**src/design/rv_pkg.sv**
```systemverilog
// widths, funct field codes, phase/opcode/op enums and the decode and execute stage structs
`default_nettype none

package rv_pkg;

  // datapath and memory geometry
  localparam int XLEN           = 64;   // data and pc width
  localparam int INSN_BITS      = 32;
  localparam int REG_COUNT      = 32;
  localparam int REG_IDX_BITS   = 5;
  localparam int IMEM_ADDR_BITS = 6;    // word index into instruction memory
  localparam int DMEM_ADDR_BITS = 6;    // doubleword index into data memory

  localparam logic [XLEN-1:0] PC_STEP = 64'd4;  // one 32-bit word per instruction

  // funct3 values for the kept instructions
  localparam logic [2:0] F3_ADD_SUB = 3'b000;   // add, sub, addi, beq
  localparam logic [2:0] F3_AND     = 3'b111;
  localparam logic [2:0] F3_OR      = 3'b110;
  localparam logic [2:0] F3_DOUBLE  = 3'b011;   // ld / sd width code

  // funct7 values for r-type
  localparam logic [6:0] F7_BASE = 7'b0000000;
  localparam logic [6:0] F7_ALT  = 7'b0100000;  // sub

  // one instruction walks through these in order
  typedef enum logic [1:0] {
    PH_FETCH     = 2'd0,
    PH_DECODE    = 2'd1,
    PH_EXECUTE   = 2'd2,
    PH_WRITEBACK = 2'd3
  } phase_e;

  // major opcode field, insn[6:0]
  typedef enum logic [6:0] {
    OPC_RTYPE  = 7'b0110011,
    OPC_ITYPE  = 7'b0010011,
    OPC_LOAD   = 7'b0000011,
    OPC_STORE  = 7'b0100011,
    OPC_BRANCH = 7'b1100011
  } opcode_e;

  // decoded operation, anything unknown lands on OP_NOP
  typedef enum logic [3:0] {
    OP_ADD  = 4'd0,
    OP_SUB  = 4'd1,
    OP_AND  = 4'd2,
    OP_OR   = 4'd3,
    OP_ADDI = 4'd4,
    OP_LD   = 4'd5,
    OP_SD   = 4'd6,
    OP_BEQ  = 4'd7,
    OP_NOP  = 4'd8
  } op_e;

  // decode -> execute
  typedef struct packed {
    op_e                     op;
    logic [REG_IDX_BITS-1:0] rd;
    logic [REG_IDX_BITS-1:0] rs1;
    logic [REG_IDX_BITS-1:0] rs2;
    logic [XLEN-1:0]         imm;   // already sign extended
  } decode_t;

  // execute -> writeback
  typedef struct packed {
    logic [XLEN-1:0]         result;   // alu result, also the load/store address
    logic [REG_IDX_BITS-1:0] rd;
    logic                    is_load;  // take write data from dmem
    logic                    rf_we;    // op writes rd
  } exec_t;

endpackage

`default_nettype wire

```
**src/design/register_file.sv**
```systemverilog
// register_file: 32 x 64 integer registers, two combinational reads and one write
`timescale 1ns/1ps
`default_nettype none

module register_file (
  input  wire logic                             clk,
  input  wire logic                             reset,
  input  wire logic [rv_pkg::REG_IDX_BITS-1:0]  i_rs1,
  input  wire logic [rv_pkg::REG_IDX_BITS-1:0]  i_rs2,
  input  wire logic [rv_pkg::REG_IDX_BITS-1:0]  i_rd,
  input  wire logic                             i_we,
  input  wire logic [rv_pkg::XLEN-1:0]          i_wdata,
  output logic [rv_pkg::XLEN-1:0]               o_rs1_data,
  output logic [rv_pkg::XLEN-1:0]               o_rs2_data
);

  logic [rv_pkg::XLEN-1:0] regs [rv_pkg::REG_COUNT];

  always_ff @(posedge clk or negedge reset)
  begin
    if (!reset)
    begin
      for (int i = 0; i < rv_pkg::REG_COUNT; i++)
      begin
        regs[i] <= '0;
      end
    end
    else if (i_we && (i_rd != '0))  // writes to x0 are dropped
    begin
      regs[i_rd] <= i_wdata;
    end
  end

  // x0 forced to zero on read as well
  assign o_rs1_data = (i_rs1 == '0) ? '0 : regs[i_rs1];
  assign o_rs2_data = (i_rs2 == '0) ? '0 : regs[i_rs2];

endmodule

`default_nettype wire

```
**config.mk**
```make
export PLATFORM = sky130hd
export DESIGN_NAME = register_file
export DESIGN_NICKNAME = d
export VERILOG_FILES = /design/src/design/rv_pkg.sv /design/src/design/register_file.sv
export SDC_FILE = /design/constraint.sdc
export NUM_CORES = 2
export LEC_CHECK = 0
export BUFFER_PORTS_ARGS = -buffer_cell sky130_fd_sc_hd__clkbuf_2
export CORE_MARGIN = 2
export CORE_UTILIZATION = 55
export DETAILED_ROUTE_END_ITERATION = 16
export PLACE_DENSITY = 0.71
export SLEW_MARGIN = 0
export SYNTH_ARGS = -nofsm -noshare
export SYNTH_HDL_FRONTEND = slang
export SYNTH_SLANG_ARGS = --single-unit
export TNS_END_PERCENT = 10
```
**constraint.sdc**
```tcl
create_clock -name clk -period 6.1 [get_ports clk]
set_clock_uncertainty 0.05 [all_clocks]
set_input_delay 1.22 -clock clk [delete_from_list [all_inputs] [get_ports clk]]
set_output_delay 1.22 -clock clk [all_outputs]
set_load 0.01 [all_outputs]
```
==> flow_metrics.tcl <==
set metrics [dict create \
    grt_pass1_wl_um 487000 \
    clkSlewWorstSetupHoldPaths_ns 0.06 \
    critPathKind "primary input to output pin" \
    wl_met2_um 160000 \
    rsz0062_at_grt "false" \
    dieArea_um2 201000 \
    ys_warn_count 0 \
    synthCells 6963 \
    rows 162 \
    ys.flop_type "dfrtp_1" \
    drcViolationCount 0 \
    highest_layer "met5" \
    core_area_um2 195000 \
    synthArstFlopShare 1.00 \
    avgRoutedWirePerCell_um 34.1 \
    synth_fa_ha_area_frac 0 \
    multi_input_area_um2 53900 \
    power.density_nw_per_um2 336 \
    synth_area_um2 108000 \
    p_sw_w 0.0109 \
    die-height_um 448 \
    synth_xor_area_frac 0 \
    root_buffer "clkbuf_16" \
    post-place-cells 9242 \
    syn-num-nets 7045 \
    grt_pass1_vias 70100 \
    worst_ep_required_time_ns 4.83 \
    grt_antenna_before_repair 25 \
    clk_latency_ns 0.87 \
    finalHoldViolations 0 \
    vias 67200 \
    tritoncts "yes" \
    setup.worst_path.end_class "output pin" \
    die_x_um 448 \
    p_clk_frac 0.346 \
    slew_violations 0 \
    fin_nets 6916 \
    wl_um 329000 \
    finalSetupViolCount 0 \
    regMostFlops "regs" \
    reg_top3 "regs x2048" \
    relSlewSlack 0.0728 \
    worst-path-max-fanout 59 \
    p_int_w 0.0294 \
    drv_cap 0 \
    vdd_drop_max_mv 0.305 \
    synth.area.mux_share 0.459 \
    globalplace.congestion 0.822 \
    synth-simple-area-share 0.0141 \
    drtPass1Iterations 5 \
    syn_area_per_cell_um2 15.6 \
    ys_seq_area_frac 0.473 \
    dr.first_iter.drc_count 6413 \
    worstMarginPinSlew_ns 1.39 \
    largest_register_ffs 2048 \
    grt_max_degree 187 \
    synth_top_family_by_area "multiplexers" \
    ios 210 \
    overflow 0 \
    grt_use_total 0.333 \
    utilization 0.615 \
    postCtsSetupRepairBufs 0 \
    cts_made_buffers 214 \
    p_leak_nw 52.7 \
    cts-hold-fix-buffers 0 \
    yosysMostFrequentCell "dfrtp_1" \
    startpoint_type "primary input" \
    drt-met1-wl_um 131000 \
    layout.cells.non_filler 9656 \
    hp-class "primary input to asynchronous set/reset pin" \
    ys_top_cells_by_count "2,048 x dfrtp_1, 2,008 x mux2_2, 968 x mux4_2, 520 x mux2i_1, 434 x clkbuf_1" \
    yosys.area.top_type "dfrtp_1" \
    status "complete, no violations" \
    ff_latch_area_um2 51200 \
    synth_cell_types 48 \
    portBuffers 209 \
    hpwl_um 188000 \
    fmax_mhz 179 \
    vias_per_cell 6.96 \
    min_period_over_period 0.917 \
    p_seq_frac 0.448 \
    ctsHtreeMaxLevel 4 \
    p_sw_frac 0.270 \
    p_comb_frac 0.205 \
    clock_path_buffers 3 \
    synthDominantCellAreaShare 0.473 \
    synthTopCellsByArea "dfrtp_1 47%, mux2_2 21%, mux4_2 20%, mux2i_1 4.8%, clkbuf_1 1.5%" \
    synth_compound_area_frac 0.0214 \
    setup_tns_ns 0 \
    cts_resized 0 \
    p_total_w 0.0403 \
    fill_cells 14400 \
    cp.arrival_ns 4.32 \
    start_util 0.555 \
    ys_seq_elements 2048 \
    drive_gt1_frac 0.549 \
    dr_wl_met3_um 22800 \
    area_growth_syn_to_layout_pct 10.8 \
    finalCriticalPeriod_ns 5.59 \
    synth_edf_count 0 \
    cts.sinks 2048 \
    ant_nets 0 \
]
area by class of cell:
| cell class | instances | share of cell area |
|---|---|---|
| Antenna cell | 15 | 0.000312 |
| Timing Repair Buffer | 462 | 0.0339 |
| Clock inverter | 85 | 0.0105 |
| Clock buffer | 314 | 0.0526 |
| Multi-Input combinational cell | 4108 | 0.449 |
| Tap cell | 2624 | 0.0273 |
| Sequential cell | 2048 | 0.427 |
cell usage in the layout (no fill, tap or decap), types with 7 or more instances in the layout:
cell / netlist / routed
a22o_1: 11 / 11
nor3_1: 17 / 17
a211o_1: 13 / 13
or2_1: 71 / 71
dfrtp_1: 2048 / 2048
nor2_1: 30 / 18
mux2_2: 2008 / 2008
a22oi_1: 26 / 26
mux4_2: 968 / 968
clkbuf_8: 0 / 56
nand2_1: 40 / 27
o221ai_1: 12 / 12
a2111oi_0: 9 / 7
nor4_1: 12 / 11
mux2i_1: 520 / 520
nand2_4: 0 / 13
a21oi_1: 13 / 13
nor2_4: 0 / 12
diode_2: 0 / 15
mux2_1: 14 / 14
nor2b_1: 39 / 37
a211oi_1: 14 / 14
a31o_2: 13 / 13
buf_12: 0 / 83
nand2b_1: 14 / 9
clkbuf_2: 0 / 199
clkbuf_1: 434 / 44
clkinv_2: 0 / 37
buf_4: 26 / 172
o22a_1: 17 / 17
bufinv_16: 0 / 26
clkbuf_16: 0 / 216
o22ai_1: 182 / 182
nand3_1: 9 / 8
power by group through the flow:
stage          logic [W]  clock network [W]  registers [W]
2_1_floorplan    0.00632                  0         0.0175
3_3_place_gp     0.00806                  0         0.0180
3_5_place_dp     0.00828                  0         0.0182
4_1_cts          0.00831             0.0141         0.0180
5_1_grt          0.00882             0.0147         0.0184
6_report         0.00827             0.0140         0.0181
worst paths after layout:
| check | cells after the start | slack, ns | startpoint | endpoint |
|---|---|---|---|---|
| setup / recovery | 9 | 0.51 | i_rs2[0] | o_rs2_data[63] |
| hold / removal | 1 | 0.32 | reset | regs[1099] |
| setup reg to reg | 1 | 5.23 | regs[1613] | regs[1613] |
| hold reg to reg | 0 | 0.33 | regs[2027] | regs[2027] |
| max in group asynchronous | 2 | 4.10 | reset | regs[729] |
| min in group clk | 0 | 0.33 | regs[2027] | regs[2027] |
stage by stage:
stage	area (µm²)	hold WS, ns	setup slack [ns]
2_1_floorplan	108000	0.375	1.83
3_3_place_gp	113000	0.311	0.493
3_5_place_dp	113000	0.313	0.495
4_1_cts	120000	0.327	0.483
5_1_grt	120000	0.336	0.518
6_report	120000	0.319	0.509
critical path, stage by stage:
cell and delay, ns:
buf_8 0.46, buf_12 0.34, buf_4 0.24, mux4_2 0.23, mux2i_1 0.12, a22o_1 0.28, nor4_1 0.89, buf_4 0.27
clkbuf_2 0.13
cells by family after synthesis:
| kind of cell | after synthesis |
|---|---|
| mux | 3510 |
| flops | 2048 |
| compound gates | 328 |
| simple gates | 270 |
| buf+inv | 807 |
metal layers:
metal  GRT usage  vias to the layer above
met5           0                        -
met2       0.532                     2929
met3      0.0554                      769
met4       0.153                       14
met1       0.450                    36800
li1            -                    26700
Power figures use the tool's default switching activity.
