`config.mk`:
```
export PLATFORM = sky130hd
export DESIGN_NAME = execute_stage
export DESIGN_NICKNAME = d
export VERILOG_FILES = /design/src/design/rv_pkg.sv /design/src/design/execute_stage.sv
export SDC_FILE = /design/constraint.sdc
export NUM_CORES = 1
export LEC_CHECK = 0
export BUFFER_PORTS_ARGS = -buffer_cell sky130_fd_sc_hd__buf_4
export CORE_MARGIN = 1.5
export CORE_UTILIZATION = 50
export CTS_BUF_LIST = sky130_fd_sc_hd__clkbuf_8 sky130_fd_sc_hd__clkbuf_16
export CTS_CLUSTER_DIAMETER = 100
export DETAILED_ROUTE_END_ITERATION = 12
export MAX_ROUTING_LAYER = met4
export PLACE_DENSITY = 0.77
export SLEW_MARGIN = 20
export SYNTH_ARGS = -nofsm -noshare
export SYNTH_HDL_FRONTEND = slang
export SYNTH_SLANG_ARGS = --single-unit
```
`constraint.sdc`:
```
create_clock -name clk -period 6.15 [get_ports clk]
set_input_delay 0 -clock clk [delete_from_list [all_inputs] [get_ports clk]]
set_output_delay 0 -clock clk [all_outputs]
set_load 0.02 [all_outputs]
```
`src/design/rv_pkg.sv`:
```
// widths, funct field codes, phase/opcode/op enums and the decode and execute stage structs
`default_nettype none

package rv_pkg;

  // datapath and memory geometry
  localparam int XLEN           = 64;   // data and pc width
  localparam int INSN_BITS      = 32;
  localparam int REG_COUNT      = 32;
  localparam int REG_IDX_BITS   = 5;
  localparam int IMEM_ADDR_BITS = 6;    // word index into instruction memory
  localparam int DMEM_ADDR_BITS = 6;    // doubleword index into data memory

  localparam logic [XLEN-1:0] PC_STEP = 64'd4;  // one 32-bit word per instruction

  // funct3 values for the kept instructions
  localparam logic [2:0] F3_ADD_SUB = 3'b000;   // add, sub, addi, beq
  localparam logic [2:0] F3_AND     = 3'b111;
  localparam logic [2:0] F3_OR      = 3'b110;
  localparam logic [2:0] F3_DOUBLE  = 3'b011;   // ld / sd width code

  // funct7 values for r-type
  localparam logic [6:0] F7_BASE = 7'b0000000;
  localparam logic [6:0] F7_ALT  = 7'b0100000;  // sub

  // one instruction walks through these in order
  typedef enum logic [1:0] {
    PH_FETCH     = 2'd0,
    PH_DECODE    = 2'd1,
    PH_EXECUTE   = 2'd2,
    PH_WRITEBACK = 2'd3
  } phase_e;

  // major opcode field, insn[6:0]
  typedef enum logic [6:0] {
    OPC_RTYPE  = 7'b0110011,
    OPC_ITYPE  = 7'b0010011,
    OPC_LOAD   = 7'b0000011,
    OPC_STORE  = 7'b0100011,
    OPC_BRANCH = 7'b1100011
  } opcode_e;

  // decoded operation, anything unknown lands on OP_NOP
  typedef enum logic [3:0] {
    OP_ADD  = 4'd0,
    OP_SUB  = 4'd1,
    OP_AND  = 4'd2,
    OP_OR   = 4'd3,
    OP_ADDI = 4'd4,
    OP_LD   = 4'd5,
    OP_SD   = 4'd6,
    OP_BEQ  = 4'd7,
    OP_NOP  = 4'd8
  } op_e;

  // decode -> execute
  typedef struct packed {
    op_e                     op;
    logic [REG_IDX_BITS-1:0] rd;
    logic [REG_IDX_BITS-1:0] rs1;
    logic [REG_IDX_BITS-1:0] rs2;
    logic [XLEN-1:0]         imm;   // already sign extended
  } decode_t;

  // execute -> writeback
  typedef struct packed {
    logic [XLEN-1:0]         result;   // alu result, also the load/store address
    logic [REG_IDX_BITS-1:0] rd;
    logic                    is_load;  // take write data from dmem
    logic                    rf_we;    // op writes rd
  } exec_t;

endpackage

`default_nettype wire

```
`src/design/execute_stage.sv`:
```
// operand select, alu, beq compare and target, data memory strobe and exec register
`timescale 1ns/1ps
`default_nettype none

module execute_stage (
  input  wire logic                               clk,
  input  wire logic                               reset,
  input  rv_pkg::phase_e                          i_phase,
  input  rv_pkg::decode_t                         i_dec,
  input  wire logic [rv_pkg::XLEN-1:0]            i_pc,
  input  wire logic [rv_pkg::XLEN-1:0]            i_rs1_data,
  input  wire logic [rv_pkg::XLEN-1:0]            i_rs2_data,
  output rv_pkg::exec_t                           o_exec,
  output logic                                    o_branch_taken,
  output logic [rv_pkg::XLEN-1:0]                 o_branch_target,
  output logic [rv_pkg::DMEM_ADDR_BITS-1:0]       o_dmem_addr,
  output logic                                    o_dmem_we,
  output logic [rv_pkg::XLEN-1:0]                 o_dmem_wdata
);

  logic                          use_imm;     // operand b from immediate
  logic                          writes_rd;
  logic                          beq_taken;
  logic [rv_pkg::XLEN-1:0]       operand_b;
  logic [rv_pkg::XLEN-1:0]       alu_result;
  logic [rv_pkg::XLEN-1:0]       result_q;
  logic [rv_pkg::REG_IDX_BITS-1:0] rd_q;
  logic                          load_q;
  logic                          rf_we_q;
  logic                          in_execute;

  assign in_execute = (i_phase == rv_pkg::PH_EXECUTE);
  assign use_imm    = i_dec.op inside {rv_pkg::OP_ADDI, rv_pkg::OP_LD, rv_pkg::OP_SD};
  assign writes_rd  = i_dec.op inside {rv_pkg::OP_ADD, rv_pkg::OP_SUB, rv_pkg::OP_AND,
                                       rv_pkg::OP_OR, rv_pkg::OP_ADDI, rv_pkg::OP_LD};
  assign operand_b  = use_imm ? i_dec.imm : i_rs2_data;

  // add covers addi and the ld/sd address
  always_comb
  begin
    case (i_dec.op)
      rv_pkg::OP_SUB: alu_result = i_rs1_data - operand_b;
      rv_pkg::OP_AND: alu_result = i_rs1_data & operand_b;
      rv_pkg::OP_OR:  alu_result = i_rs1_data | operand_b;
      default:        alu_result = i_rs1_data + operand_b;
    endcase
  end

  assign beq_taken = (i_dec.op == rv_pkg::OP_BEQ) && (i_rs1_data == i_rs2_data);

  // data port live during execute and the store strobe only there
  assign o_dmem_addr  = alu_result[rv_pkg::DMEM_ADDR_BITS+2:3];  // doubleword index
  assign o_dmem_wdata = i_rs2_data;
  assign o_dmem_we    = in_execute && (i_dec.op == rv_pkg::OP_SD);

  // execute boundary register, loaded on the edge closing execute
  always_ff @(posedge clk or negedge reset)
  begin
    if (!reset)
    begin
      result_q        <= '0;
      rd_q            <= '0;
      load_q          <= 1'b0;
      rf_we_q         <= 1'b0;
      o_branch_taken  <= 1'b0;
      o_branch_target <= '0;
    end
    else if (in_execute)
    begin
      result_q        <= alu_result;
      rd_q            <= i_dec.rd;
      load_q          <= (i_dec.op == rv_pkg::OP_LD);
      rf_we_q         <= writes_rd;
      o_branch_taken  <= beq_taken;
      o_branch_target <= i_pc + i_dec.imm;  // pc still holds the beq address
    end
  end

  assign o_exec = '{result: result_q, rd: rd_q, is_load: load_q, rf_we: rf_we_q};

endmodule

`default_nettype wire

```
==> summary.md <==
| Metric | Value |
|---|---|
| Status | complete, no violations |
| Fmax | around 170 MHz |
| Pin count of the biggest net entering global routing | 196 |
| Switching Fraction | 44.0% |
| Post-route antenna net violation count | 0 |
| Worst path arrival time | 6.20 ns |
| Cell Area, Placed | around 21000 um^2 |
| Internal Power | 2.94 mW |
| Ys async rst share | 100% |
| Main synth FF type | dfrtp_1 |
| WHS Endpoint | result_q[2] |
| Top cells by area, synth | dfrtp_1, ha_1, nand2_1, xor2_1, a21oi_1 |
| CTS tree | yes |
| Post-synthesis cell count | 2338 |
| Global route overflow | 0 |
| Clock Power Share | between 20% and 30% |
| Area grow syn2layout | 24.7% |
| Fin area | 21800 um^2 |
| Delay of the slowest critical-path stage | a little under 0.6 ns |
| DRT Pass-1 Iters | 7 |
| Die area | about 36000 um^2 |
| Reg-to-reg startpoint | result_q[40] |
| Routed via count | 20529 |
| Reg2Reg Setup Slack | 4.86 ns |
| Syn nets | 2747 |
| CP dominant cell by count | nor2_1 |
| Psw | roughly 2.3 mW |
| Crit Path Max Fanout | 11 |
| Setup TNS | 0 ns |
| Final Hold Vio Count | 0 |
| FF-to-FF End | result_q[40] |
| # setup viols final | 0 |
| Worst hold path class | in -> reg |
| Clock Tree Root | clkbuf_16 |
| Cell Rows | between 60 and 70 |
| Worst Reg-to-Reg Cells | 3 |
| Sequential fraction of the synthesis area | between 10% and 20% |
| Total clock sinks | approximately 140 |
| Postcts setup bufs | 0 |
| Htree depth | 4 |
| Routed WL | just over 80000 um |
| Clock Path Buffers | 2 |
| Routed WL per cell | approximately 25 um |
| All-Layer GR Usage | between 40 and 50% |
| Critical path origin | i_dec[82] |
| Startpoint types | input port |
| Clk_lat worst skew | 0.46 ns |
| Via/cell ratio | 6.48 |
| Min Tclk post-route | a little under 6 ns |
| Slew Viols, Final | 0 |
| Critical-path top delay cell | dlygate4sd3_1 |
| Biggest area consumer among synthesized cells | dfrtp_1 |
| Initial antenna violation count | 7 |
| Comb power frac | between 50% and 60% |
| Core area | approximately 34000 um^2 |
| Worst-Margin Slew | 1.18 ns |
| Syn_area_per_cell | about 7.5 um^2 |
| Vias in the first global route | approximately 19000 |
| Synth unique cells | 89 |
| Top-area cell type share of the netlist area | between 10% and 20% |
| Iteration-0 DRC count of the detailed router | approximately 2500 |
| Placer Congestion | 1.11 |
| Die Height | 190 um |
| Total power | 5.24 mW |
| Post-synthesis cell area | around 17000 um^2 |
| Share of cells above drive strength 1 | approximately a fifth |
| Die width | roughly 190 um |
| First-pass GRT wire length | between 100000 and 150000 um |
| RSZ-0062 raised after global routing | false |
| Yosys warnings | 0 |
| Cell family with most CP delay | simple AND/OR/NAND/NOR gates |
| Final Skew | 0 ns |
| Post-synth EDFFs | 0 |
| Lkg Pwr | around 10 nW |
| Dpl hpwl | between 60000 and 70000 um |
| Part of the power in registers | a little under a quarter |
| Utilization after layout | between 60% and 70% |
| DRC errors left | 0 |
| Worst hold start | i_rs1_data[2] |
| Max-cap violation count | 0 |
| Max-slew headroom | 20.7% |
| Peak supply drop | about 0.30 mV |
| Starting Density | between 50% and 60% |
| I/O Buffers | roughly 480 |
| CP Data Required Time | 6.55 ns |
| Cell Pwr Density | 241 nW/um^2 |
| TritonCTS Buffers | 17 |
| Filler cell count | roughly 3000 |
| Crit-path cells | dlygate4sd3_1, buf_4, nand2b_1, nor2_4, mux2i_1, o2111a_1, a21boi_1, and4_1, o21a_1, and2_1, nor2_1, xnor2_1, ha_1, o21ai_0, nor2_1, or4_1, a41oi_1, o2bb2ai_1, nor2_1, nand2_1, xor2_1, nand2_1, a41oi_1, dlygate4sd3_1 |
| CP bufs+invs | 3 |
| Final Cycle Share | 94.3% |
| NumNets Final | around 3100 |
| I/O Pins | between 400 and 500 |
| WHS | 0.0311 ns |
| Yosys reg bits | around 140 |
| Stages on worst setup path | 24 |
| Critical path class | in -> reg |
| Worst setup EP type | flip-flop |
| Reg clk slew, reported paths | approximately 0.07 ns |
| WHS Path Cells | 5 |
==> layer usage <==
layer,wire length [um],vias to the layer above,track usage (%)
li1,-,9180,-
met1,33600,9634,60.9
met2,33300,1457,62.0
met3,9540,258,9.17
met4,4400,0,22.7
met5,0,-,-
==> layout by cell type, fill, tap and decap left out, types with 24 or more instances in the layout <==
cell type / instances
buf_4: 502
nand2_1: 329
a21oi_1: 202
o21ai_0: 193
nor2_1: 149
dfrtp_1: 136
xor2_1: 128
ha_1: 128
xnor2_1: 104
a21o_1: 93
mux2i_1: 59
nor3_1: 53
inv_1: 49
nand3_1: 38
a31oi_1: 38
nand4_1: 34
dlygate4sd3_1: 26
nor4_1: 24
a211oi_1: 24
==> worst min-delay path, stage by stage <==
cell and delay [ns]:
buf_4 0.13, o21ai_0 0.07, a21oi_1 0.07, a21oi_1 0.10, o21ai_0 0.08
==> power groups by stage <==
stage | Clock [mW] | Sequential (mW) | Combinational (mW)
global route | 1.26 | 1.25 | 2.95
detailed placement | 0 | 1.25 | 2.68
floorplan | 0 | 1.49 | 1.37
global placement | 0 | 1.24 | 2.65
CTS | 1.23 | 1.23 | 2.71
finish | 1.22 | 1.24 | 2.78
==> logic make-up after synthesis <==
kind of cell / share of synthesized area, %
xor gates and xnor gates: 11.6
and+or+nand+nor: 19.9
AOI/OAI and AO/OA: 27.8
buffers and inverters: 6.96
muxes: 3.64
DFF: 19.5
adders and majority gates: 10.6
==> synthesized netlist by cell type (all sizes together) (34+ instances only) <==
master and count:
inv 50, buf 91, xor2 128, nand2 332, clkbuf 101, a21oi 204
a31oi 38, nand4 34, o21ai 206, mux2i 59, nand3 40, a21o 93
dfrtp 136, ha 128, nor2 150, xnor2 104, nor3 55
==> worst max-delay path by stage <==
stage,end,slack (ns)
3_3_place_gp,result_q[32],0.55
4_1_cts,result_q[32],0.43
5_1_grt,result_q[63],0.07
3_5_place_dp,result_q[32],0.58
6_report,result_q[40],0.35
2_1_floorplan,result_q[62],1.35
==> state kept, by name, summed over array words and instances (netlist names) <==
signal           count
o_branch_target     64
rf_we_q              1
result_q            64
rd_q                 5
o_branch_taken       1
load_q               1
==> through the flow <==
step                      std cells  setup slack [ns]
after floorplan                2338              1.35
after global placement         3105             0.548
after detailed placement       3105             0.577
after CTS                      3163             0.431
after global routing           3170            0.0740
final                          3170             0.352
==> layout make-up <==
cell class,instances,area [um^2],share of cell area [%]
Timing Repair Buffer,530,4060,18.6
Inverter,50,188,0.862
Antenna cell,7,17.5,0.0805
Tap cell,455,569,2.61
Multi-Input combinational cell,1960,12900,59.1
Sequential cell,136,3400,15.6
Clock buffer,17,425,1.95
Clock inverter,15,236,1.09
==> what timing repair did <==
item	CTS	global route
hold endpoints to repair	94	0
resized for setup	0	2
hold buffers	26	0
endpoints found under the setup margin	0	2
No activity file was read; power rests on OpenSTA's default activity.
