File: src/design/rv_pkg.sv
// widths, funct field codes, phase/opcode/op enums and the decode and execute stage structs
`default_nettype none

package rv_pkg;

  // datapath and memory geometry
  localparam int XLEN           = 64;   // data and pc width
  localparam int INSN_BITS      = 32;
  localparam int REG_COUNT      = 32;
  localparam int REG_IDX_BITS   = 5;
  localparam int IMEM_ADDR_BITS = 6;    // word index into instruction memory
  localparam int DMEM_ADDR_BITS = 6;    // doubleword index into data memory

  localparam logic [XLEN-1:0] PC_STEP = 64'd4;  // one 32-bit word per instruction

  // funct3 values for the kept instructions
  localparam logic [2:0] F3_ADD_SUB = 3'b000;   // add, sub, addi, beq
  localparam logic [2:0] F3_AND     = 3'b111;
  localparam logic [2:0] F3_OR      = 3'b110;
  localparam logic [2:0] F3_DOUBLE  = 3'b011;   // ld / sd width code

  // funct7 values for r-type
  localparam logic [6:0] F7_BASE = 7'b0000000;
  localparam logic [6:0] F7_ALT  = 7'b0100000;  // sub

  // one instruction walks through these in order
  typedef enum logic [1:0] {
    PH_FETCH     = 2'd0,
    PH_DECODE    = 2'd1,
    PH_EXECUTE   = 2'd2,
    PH_WRITEBACK = 2'd3
  } phase_e;

  // major opcode field, insn[6:0]
  typedef enum logic [6:0] {
    OPC_RTYPE  = 7'b0110011,
    OPC_ITYPE  = 7'b0010011,
    OPC_LOAD   = 7'b0000011,
    OPC_STORE  = 7'b0100011,
    OPC_BRANCH = 7'b1100011
  } opcode_e;

  // decoded operation, anything unknown lands on OP_NOP
  typedef enum logic [3:0] {
    OP_ADD  = 4'd0,
    OP_SUB  = 4'd1,
    OP_AND  = 4'd2,
    OP_OR   = 4'd3,
    OP_ADDI = 4'd4,
    OP_LD   = 4'd5,
    OP_SD   = 4'd6,
    OP_BEQ  = 4'd7,
    OP_NOP  = 4'd8
  } op_e;

  // decode -> execute
  typedef struct packed {
    op_e                     op;
    logic [REG_IDX_BITS-1:0] rd;
    logic [REG_IDX_BITS-1:0] rs1;
    logic [REG_IDX_BITS-1:0] rs2;
    logic [XLEN-1:0]         imm;   // already sign extended
  } decode_t;

  // execute -> writeback
  typedef struct packed {
    logic [XLEN-1:0]         result;   // alu result, also the load/store address
    logic [REG_IDX_BITS-1:0] rd;
    logic                    is_load;  // take write data from dmem
    logic                    rf_we;    // op writes rd
  } exec_t;

endpackage

`default_nettype wire

File: src/design/fetch_stage.sv
// fetch_stage: program counter, next-pc select and instruction word index
`timescale 1ns/1ps
`default_nettype none

module fetch_stage (
  input  wire logic                                clk,
  input  wire logic                                reset,
  input  rv_pkg::phase_e                           i_phase,
  input  wire logic                                i_branch_taken,   // registered in execute
  input  wire logic [rv_pkg::XLEN-1:0]             i_branch_target,
  output logic [rv_pkg::XLEN-1:0]                  o_pc,
  output logic [rv_pkg::IMEM_ADDR_BITS-1:0]        o_imem_addr
);

  logic [rv_pkg::XLEN-1:0] pc_next;

  // taken beq wins, otherwise sequential
  assign pc_next = i_branch_taken ? i_branch_target : (o_pc + rv_pkg::PC_STEP);

  // pc only moves at the end of writeback, so it is stable for the whole instruction
  always_ff @(posedge clk or negedge reset)
  begin
    if (!reset)
    begin
      o_pc <= '0;
    end
    else if (i_phase == rv_pkg::PH_WRITEBACK)
    begin
      o_pc <= pc_next;
    end
  end

  // word index, drops the byte offset
  assign o_imem_addr = o_pc[rv_pkg::IMEM_ADDR_BITS+1:2];

endmodule

`default_nettype wire

File: config.mk
export PLATFORM = sky130hd
export DESIGN_NAME = fetch_stage
export DESIGN_NICKNAME = d
export VERILOG_FILES = /design/src/design/rv_pkg.sv /design/src/design/fetch_stage.sv
export SDC_FILE = /design/constraint.sdc
export NUM_CORES = 1
export LEC_CHECK = 0
export ABC_AREA = 1
export BUFFER_PORTS_ARGS = -buffer_cell sky130_fd_sc_hd__buf_4
export CELL_PAD_IN_SITES_DETAIL_PLACEMENT = 0
export CELL_PAD_IN_SITES_GLOBAL_PLACEMENT = 1
export CORE_UTILIZATION = 36
export CTS_CLUSTER_DIAMETER = 150
export DETAILED_ROUTE_END_ITERATION = 12
export PLACE_DENSITY_LB_ADDON = 0.1
export SLEW_MARGIN = 20
export SYNTH_ARGS = -nofsm -noshare
export SYNTH_HDL_FRONTEND = slang
export SYNTH_SLANG_ARGS = --single-unit
File: constraint.sdc
create_clock -name clk -period 2.49 [get_ports clk]
set_clock_uncertainty 0.15 [all_clocks]
set_input_delay 0.498 -clock clk [delete_from_list [all_inputs] [get_ports clk]]
set_output_delay 0.498 -clock clk [all_outputs]
set_load 0.05 [all_outputs]
==> results of run 1 <==
[repair_timing]
item                       CTS  global route
hold buffers                 1             0
setup endpoints to repair    0             0
resized for setup            0             0
hold endpoints to repair    27             0
[cells by family after synthesis]
| logic type | count (synthesis) | share of synthesized area, % |
|---|---|---|
| AOI/OAI and AO/OA | 91 | 10.15 |
| xor gates and xnor gates | 3 | 0.5124 |
| adders and majority gates | 1 | 0.2439 |
| buffers and inverters | 118 | 9.563 |
| DFF | 64 | 31.23 |
| and+or+nand+nor | 583 | 48.30 |
[power by group]
group          switching (mW)  internal (mW)  total [mW]
sequential              0.306           1.22        1.53
combinational            1.32          0.582        1.91
clock                   0.489          0.883        1.37
total                    2.12           2.69        4.81
[per-stage QoR]
step / hold slack [ns] / total power [mW] / setup WS [ns] / std cells / cell area, µm²
floorplan: 0.05241 / 2.783 / 0.3074 / 860 / 5129
global placement: 0.3116 / 3.449 / 0.4367 / 1159 / 6361
detailed placement: 0.3122 / 3.451 / 0.3925 / 1159 / 6361
CTS: 0.1937 / 4.833 / 0.3726 / 1176 / 6690
global route: 0.2209 / 5.059 / 0.1558 / 1176 / 6690
finish: 0.2043 / 4.805 / 0.3393 / 1176 / 6690
[synth_stat cells]
cell and count:
nand3_1 64, o22ai_1 1, o31a_1 1, o21a_1 1, buf_4 7, nor2_1 188, a211oi_1 5, o211ai_1 9
nand2_4 6, inv_2 4, dlygate4sd1_1 1, buf_2 5, a31oi_1 5, ha_1 1, o21ai_1 35, nand2_2 6
nor2_8 2, clkinv_1 1, o21bai_1 1, nand4_1 14, a21oi_1 12, nand2_1 286, or2_1 2, a22oi_1 1
nor2_4 7, dfrtp_1 64, xnor2_1 3, nor2_2 7, clkbuf_1 14, nand3_2 1, o32ai_1 1, o21ai_2 2
clkbuf_8 1, buf_1 1, o21ai_0 17, inv_1 84
[layout make-up]
class | count | area, µm² | share of cell area (%)
multi-input cells | 678 | 3039 | 45.43
flip-flops and latches | 64 | 1602 | 23.94
repair buffers | 149 | 1171 | 17.51
inverters | 89 | 334.1 | 4.993
clock buffers | 14 | 284.0 | 4.245
well taps | 180 | 225.2 | 3.366
clock inverters | 2 | 35.03 | 0.5237
[per-layer routing]
layer  global-route usage (%)  vias up
met1                    38.06     2619
met5                        0        -
met4                    8.642        0
met3                    3.195       17
met2                    39.24      174
li1                         -     2980
[worst max-delay path by stage]
stage                         from              endpoint  depth (start not counted)
6_report       o_pc[3]$_DFFE_PN0N_  o_pc[20]$_DFFE_PN0N_                         10
5_1_grt        o_pc[3]$_DFFE_PN0N_  o_pc[34]$_DFFE_PN0N_                         10
4_1_cts        o_pc[3]$_DFFE_PN0N_  o_pc[32]$_DFFE_PN0N_                         10
3_5_place_dp   o_pc[3]$_DFFE_PN0N_  o_pc[20]$_DFFE_PN0N_                         10
3_3_place_gp   o_pc[3]$_DFFE_PN0N_  o_pc[30]$_DFFE_PN0N_                         10
2_1_floorplan  o_pc[3]$_DFFE_PN0N_  o_pc[32]$_DFFE_PN0N_                         10
[worst max-delay path, cell delays in order, from the launching register on]
cell and delay, ns:
dfrtp_1 0.43, ha_1 0.26, nand2_2 0.13, nor2_8 0.18, nand3_1 0.17, nor2_1 0.24
nand2_1 0.13, nand2_1 0.11, o211ai_1 0.09, o21ai_1 0.08, inv_1 0.05
==> insert_results.sql, run 1 <==
INSERT INTO impl_metrics (metric_group, metric, value, unit) VALUES
('worst_setup_path', 'worstSetupPathType', 'reg2reg', ''),
('timing', 'slew-limit-headroom', '69.09', '%'),
('pwr', 'static-leakage-power', '3.310', 'nW'),
('detailed_routing', 'wl_met2', '7903', 'µm'),
('die', 'io-pin-count', '139', ''),
('placed_design', 'port_buffers', '138', ''),
('finish', 'layout.cells.most_common_list', '285 x nand2_1, 188 x nor2_1, 144 x buf_4', ''),
('clock_tree', 'root_buffer', 'clkbuf_16', ''),
('clock_tree', 'number_of_buffers_added_for_setup_after_cts', '0', ''),
('timing', 'timing.final.crit_share', '86.37', '%'),
('min_path', 'holdCritPathClass', 'in2reg', ''),
('detailed_routing', 'wirelength', '18300', 'µm'),
('timing', 'finalSetupViolCount', '0', ''),
('pwr', 'worst_ir_drop_vdd', '0.0003553', 'V'),
('synthesis', 'yosys_warnings', '0', ''),
('run_status', 'status', 'finished clean', ''),
('detailed_routing', 'vias', '5790', ''),
('synthesis', 'post_synth_instance_area', '5129', 'µm²'),
('global_route', 'first_global_vias', '5321', ''),
('synthesis', 'synthDominantAreaCellType', 'dfrtp_1', ''),
('finish', 'nNetsFinal', '1061', ''),
('min_path', 'whs_path_depth', '3', ''),
('synthesis', 'synthDominantCellAreaShare', '31.23', '%'),
('global_route', 'track_usage', '26.03', '%'),
('run', 'maxCapViolCount', '0', ''),
('die', 'design.core.area', '13880', 'µm²'),
('timing', 'tightestPinTransition', '0.4619', 'ns'),
('detailed_routing', 'ant_nets', '0', ''),
('clock_tree', 'clock_transition_time_at_the_flip_flop_clock_pins_of_the_worst_setup_and_hold_paths', '0.06', 'ns'),
('synthesis', 'synthesis.nets', '930', ''),
('timing', 'setup_tns', '0', 'ns'),
('finish', 'layout-area-overhead-vs-synth', '30.45', '%'),
('detailed_routing', 'met3_routed_length', '1002', 'µm'),
('die', 'die_height', '121.4', 'µm'),
('worst_setup_path', 'critical_path_required', '2.57', 'ns'),
('die', 'fp.dieW', '121.4', 'µm'),
('timing', 'final-max-slew-violation-count', '0', ''),
('detailed_routing', 'drt_pre_antenna_iters', '6', ''),
('worst_setup_path', 'crit_fanout', '7', ''),
('placed_design', 'finalWeightedCongestion', '0.9659', ''),
('synthesis', 'postSynthCellCount', '860', ''),
('detailed_routing', 'detail_route.drc_violations', '0', ''),
('worst_setup_path', 'timing.rr.start', 'o_pc[3]$_DFFE_PN0N_', ''),
('worst_setup_path', 'timing.rr.end', 'o_pc[20]$_DFFE_PN0N_', ''),
('timing', 'layout_min_cycle_time', '2.151', 'ns'),
('clock_tree', 'tritoncts.num_buffers', '9', ''),
('global_route', 'maximum_number_of_pins_on_one_net_before_global_route_repair', '71', ''),
('global_route', 'antenna_found_initial', '0', ''),
('die', 'die-area', '14730', 'µm²'),
('detailed_routing', 'vias_per_cell', '4.923', ''),
('finish', 'post_route_cells_drive_above_1_share', '19.98', '%'),
('detailed_routing', 'average_routed_wire_per_standard_cell', '15.56', 'µm'),
('min_path', 'hold_path_end', 'o_pc[0]$_DFFE_PN0P_', ''),
('worst_setup_path', 'ff_to_ff_path_depth', '10', ''),
('finish', 'largest_registers', 'o_pc: 64 flops', ''),
('synthesis', 'synth_seq_area_share', '31.23', '%'),
('detailed_routing', 'first_iter_violations', '484', ''),
('worst_setup_path', 'critical_path_arrival', '2.23', 'ns'),
('synthesis', 'synth.ff_latch_count', '64', ''),
('finish', 'antenna-diode-count', '0', ''),
('finish', 'largest-register', 'o_pc', ''),
('synthesis', 'synth.distinct_cells', '36', ''),
('pwr', 'power_density', '718.2', 'nW/µm²'),
('global_route', 'grt_pass1_wl', '28800', 'µm'),
('finish', 'final_util', '48.20', '%'),
('synthesis', 'synthesis.area_per_instance', '5.964', 'µm²'),
('timing', 'grt_setup_unrepaired', 'false', ''),
('finish', 'largest_register_ff_count', '64', ''),
('die', 'floorplan.initialDensity', '36.95', '%'),
('min_path', 'hold_path_startpoint', 'i_branch_target[0]', ''),
('global_route', 'globalRoute.totalOverflow', '0', '');
Power figures use the tool's default switching activity.
==> inputs of run 2 (changes only) <==
BUFFER_PORTS_ARGS = -buffer_cell sky130_fd_sc_hd__buf_2   (was -buffer_cell sky130_fd_sc_hd__buf_4)
==> run 2 against run 1 <==
Critical path depth is the same. Die area is the same. Power decreased by 3.7%. Via count is 1.0% lower. Worst hold slack worse by 0.18 ns. Routed wire length rose by 0.24%. Count of clock-buffer cells in the layout did not move. Utilization fell by 2.7 points. Fmax down 0.27%. Sequential share of layout area is 1.4 points higher. Global-route usage grew 0.16 points. Flip-flop and latch count did not move.
==> insert_results.sql, run 2 (synthesis results as in run 1) <==
INSERT INTO impl_metrics (metric_group, metric, value, unit) VALUES
('worst_setup_path', 'critical_path_required', '2.57', 'ns'),
('finish', 'largest_register_ff_count', '64', ''),
('detailed_routing', 'detail_route.drc_violations', '0', ''),
('global_route', 'maximum_number_of_pins_on_one_net_before_global_route_repair', '65', ''),
('clock_tree', 'cts_hold_repair.buffers', '0', ''),
('global_route', 'globalRoute.totalOverflow', '0', ''),
('timing', 'post_route_setup_slack', '0.3335', 'ns'),
('worst_setup_path', 'start_kind', 'register', ''),
('min_path', 'holdCritPathClass', 'in2async', ''),
('detailed_routing', 'vias', '5732', ''),
('die', 'fp.dieW', '121.4', 'µm'),
('finish', 'final_cells', '1175', ''),
('pwr', 'power_density', '733.6', 'nW/µm²'),
('detailed_routing', 'wirelength', '18340', 'µm'),
('finish', 'nFillCells', '1526', ''),
('placed_design', 'numPlacedInstances', '1159', ''),
('pwr', 'comb_power_share', '37.7', '%'),
('timing', 'finalSetupViolCount', '0', ''),
('die', 'io-pin-count', '139', ''),
('clock_tree', 'cts_tree', 'done', ''),
('die', 'die-area', '14730', 'µm²'),
('finish', 'layout.cells.most_common_list', '285 x nand2_1, 188 x nor2_1, 138 x buf_2', ''),
('clock_tree', 'htreeDepth', '3', ''),
('global_route', 'grt_pass1_wl', '29230', 'µm'),
('run_status', 'status', 'finished clean', ''),
('timing', 'timing.hold.ws', '0.02027', 'ns'),
('timing', 'layout_min_cycle_time', '2.157', 'ns'),
('timing', 'final-max-slew-violation-count', '0', ''),
('detailed_routing', 'ant_nets', '0', ''),
('detailed_routing', 'drt_pre_antenna_iters', '5', ''),
('placed_design', 'dpl.hpwl', '14140', 'µm'),
('pwr', 'static-leakage-power', '3.177', 'nW'),
('pwr', 'power.switching_fraction', '45.30', '%'),
('finish', 'final_common_cell', 'nand2_1', ''),
('clock_tree', 'tritoncts_num_sinks', '64', ''),
('placed_design', 'post-place-ws', '0.3508', 'ns'),
('timing', 'final_hold_viols', '0', ''),
('pwr', 'seq_power_share', '33.0', '%'),
('clock_tree', 'root_buffer', 'clkbuf_16', ''),
('timing', 'timing.final.crit_share', '86.61', '%'),
('finish', 'antenna-diode-count', '0', ''),
('die', 'design.core.area', '13880', 'µm²'),
('finish', 'nNetsFinal', '1060', ''),
('clock_tree', 'clock_transition_time_at_the_flip_flop_clock_pins_of_the_worst_setup_and_hold_paths', '0.05', 'ns'),
('die', 'floorplan.initialDensity', '36.95', '%'),
('timing', 'tightestPinTransition', '0.7702', 'ns'),
('pwr', 'power_internal', '2.532', 'mW'),
('finish', 'multi_input_comb_area', '3039', 'µm²'),
('global_route', 'antenna_found_initial', '0', ''),
('worst_setup_path', 'critical_path_arrival', '2.24', 'ns'),
('global_route', 'track_usage', '26.18', '%'),
('finish', 'largest-register', 'o_pc', ''),
('timing', 'grt_setup_unrepaired', 'false', ''),
('finish', 'post_route_cells_drive_above_1_share', '20.00', '%'),
('global_route', 'first_global_vias', '5303', ''),
('clock_tree', 'insertion_delay', '0.34', 'ns'),
('finish', 'layout-area-overhead-vs-synth', '23.03', '%'),
('clock_tree', 'tritoncts.num_buffers', '9', ''),
('worst_setup_path', 'timing.rr.start', 'o_pc[3]$_DFFE_PN0N_', ''),
('pwr', 'netSwitchingPower', '2.097', 'mW'),
('finish', 'largest_registers', 'o_pc: 64 flops', ''),
('die', 'core.rowCount', '43', ''),
('pwr', 'worst_ir_drop_vdd', '0.0003689', 'V'),
('detailed_routing', 'average_routed_wire_per_standard_cell', '15.61', 'µm'),
('finish', 'final-seq-area', '1602', 'µm²'),
('placed_design', 'port_buffers', '138', ''),
('timing', 'slew-limit-headroom', '48.47', '%'),
('placed_design', 'finalWeightedCongestion', '0.8846', ''),
('clock_tree', 'clk_path_buf_depth', '2', ''),
('worst_setup_path', 'cp-end-kind', 'register', ''),
('detailed_routing', 'first_iter_violations', '453', ''),
('clock_tree', 'gates_resized_cts_repair', '0', ''),
('finish', 'final_util', '45.46', '%'),
('run', 'maxCapViolCount', '0', ''),
('finish', 'layout.cell_area.non_filler', '6310', 'µm²'),
('worst_setup_path', 'critical_path_source', 'o_pc[3]$_DFFE_PN0N_', ''),
('timing', 'setup_tns', '0', 'ns'),
('detailed_routing', 'vias_per_cell', '4.878', ''),
('pwr', 'share_clk_of_total_power', '29.3', '%'),
('pwr', 'power', '4.629', 'mW'),
('timing', 'max_freq', '463.7', 'MHz'),
('worst_setup_path', 'crit_fanout', '7', ''),
('worst_setup_path', 'worstSetupPathType', 'reg2reg', ''),
('clock_tree', 'number_of_buffers_added_for_setup_after_cts', '0', ''),
('die', 'die_height', '121.4', 'µm'),
('placed_design', 'post_dp_cell_area', '5991', 'µm²');
run 2: cell count changes in the layout (fill, tap and decap cells not counted):
| cell | previous run | this run |
|---|---|---|
| buf_2 | 0 | 138 |
| buf_12 | 4 | 2 |
| buf_4 | 144 | 8 |
| dlygate4sd3_1 | 1 | 0 |
run 2: area by class of cell:
class	instances	share of cell area [%]
Tap cell	180	3.569
Clock inverter	2	0.5552
Sequential cell	64	25.38
Timing Repair Buffer	148	12.53
Inverter	89	5.294
Clock buffer	14	4.501
Multi-Input combinational cell	678	48.17
run 2: power groups by stage:
stage / logic, mW / clock network [mW] / registers, mW
global route: 1.90 / 1.42 / 1.57
global placement: 1.75 / 0 / 1.54
finish: 1.75 / 1.35 / 1.53
detailed placement: 1.75 / 0 / 1.54
CTS: 1.75 / 1.39 / 1.53
floorplan: 0.696 / 0 / 2.09
run 2: path summary, 6_finish.rpt:
kind,end,depth (start not counted),slack [ns]
worst max-delay path,o_pc[28]$_DFFE_PN0N_,10,0.33
worst min-delay path,o_pc[1]$_DFFE_PN0P_,2,0.02
worst max register to register,o_pc[28]$_DFFE_PN0N_,10,0.33
max in group asynchronous,o_pc[37]$_DFFE_PN0N_,2,1.86
worst min register to register,o_pc[1]$_DFFE_PN0P_,2,0.32
min in group clk,o_pc[0]$_DFFE_PN0P_,3,0.21
run 2: per-layer routing:
layer / up-vias / GRT usage, % / share of wire, %
met5: - / 0 / 0
met4: 0 / 9.259 / 2.1
met3: 21 / 2.914 / 5.5
met2: 182 / 38.35 / 42
met1: 2554 / 39.18 / 50
li1: 2975 / - / -
run 2: critical path: stages (launching register included):
cell	delay, ns
dfrtp_1	0.42
ha_1	0.27
nand2_2	0.13
nor2_8	0.18
nand3_1	0.20
inv_1	0.14
nand2_1	0.11
o21ai_1	0.24
nand2_1	0.07
o21ai_0	0.07
inv_1	0.05
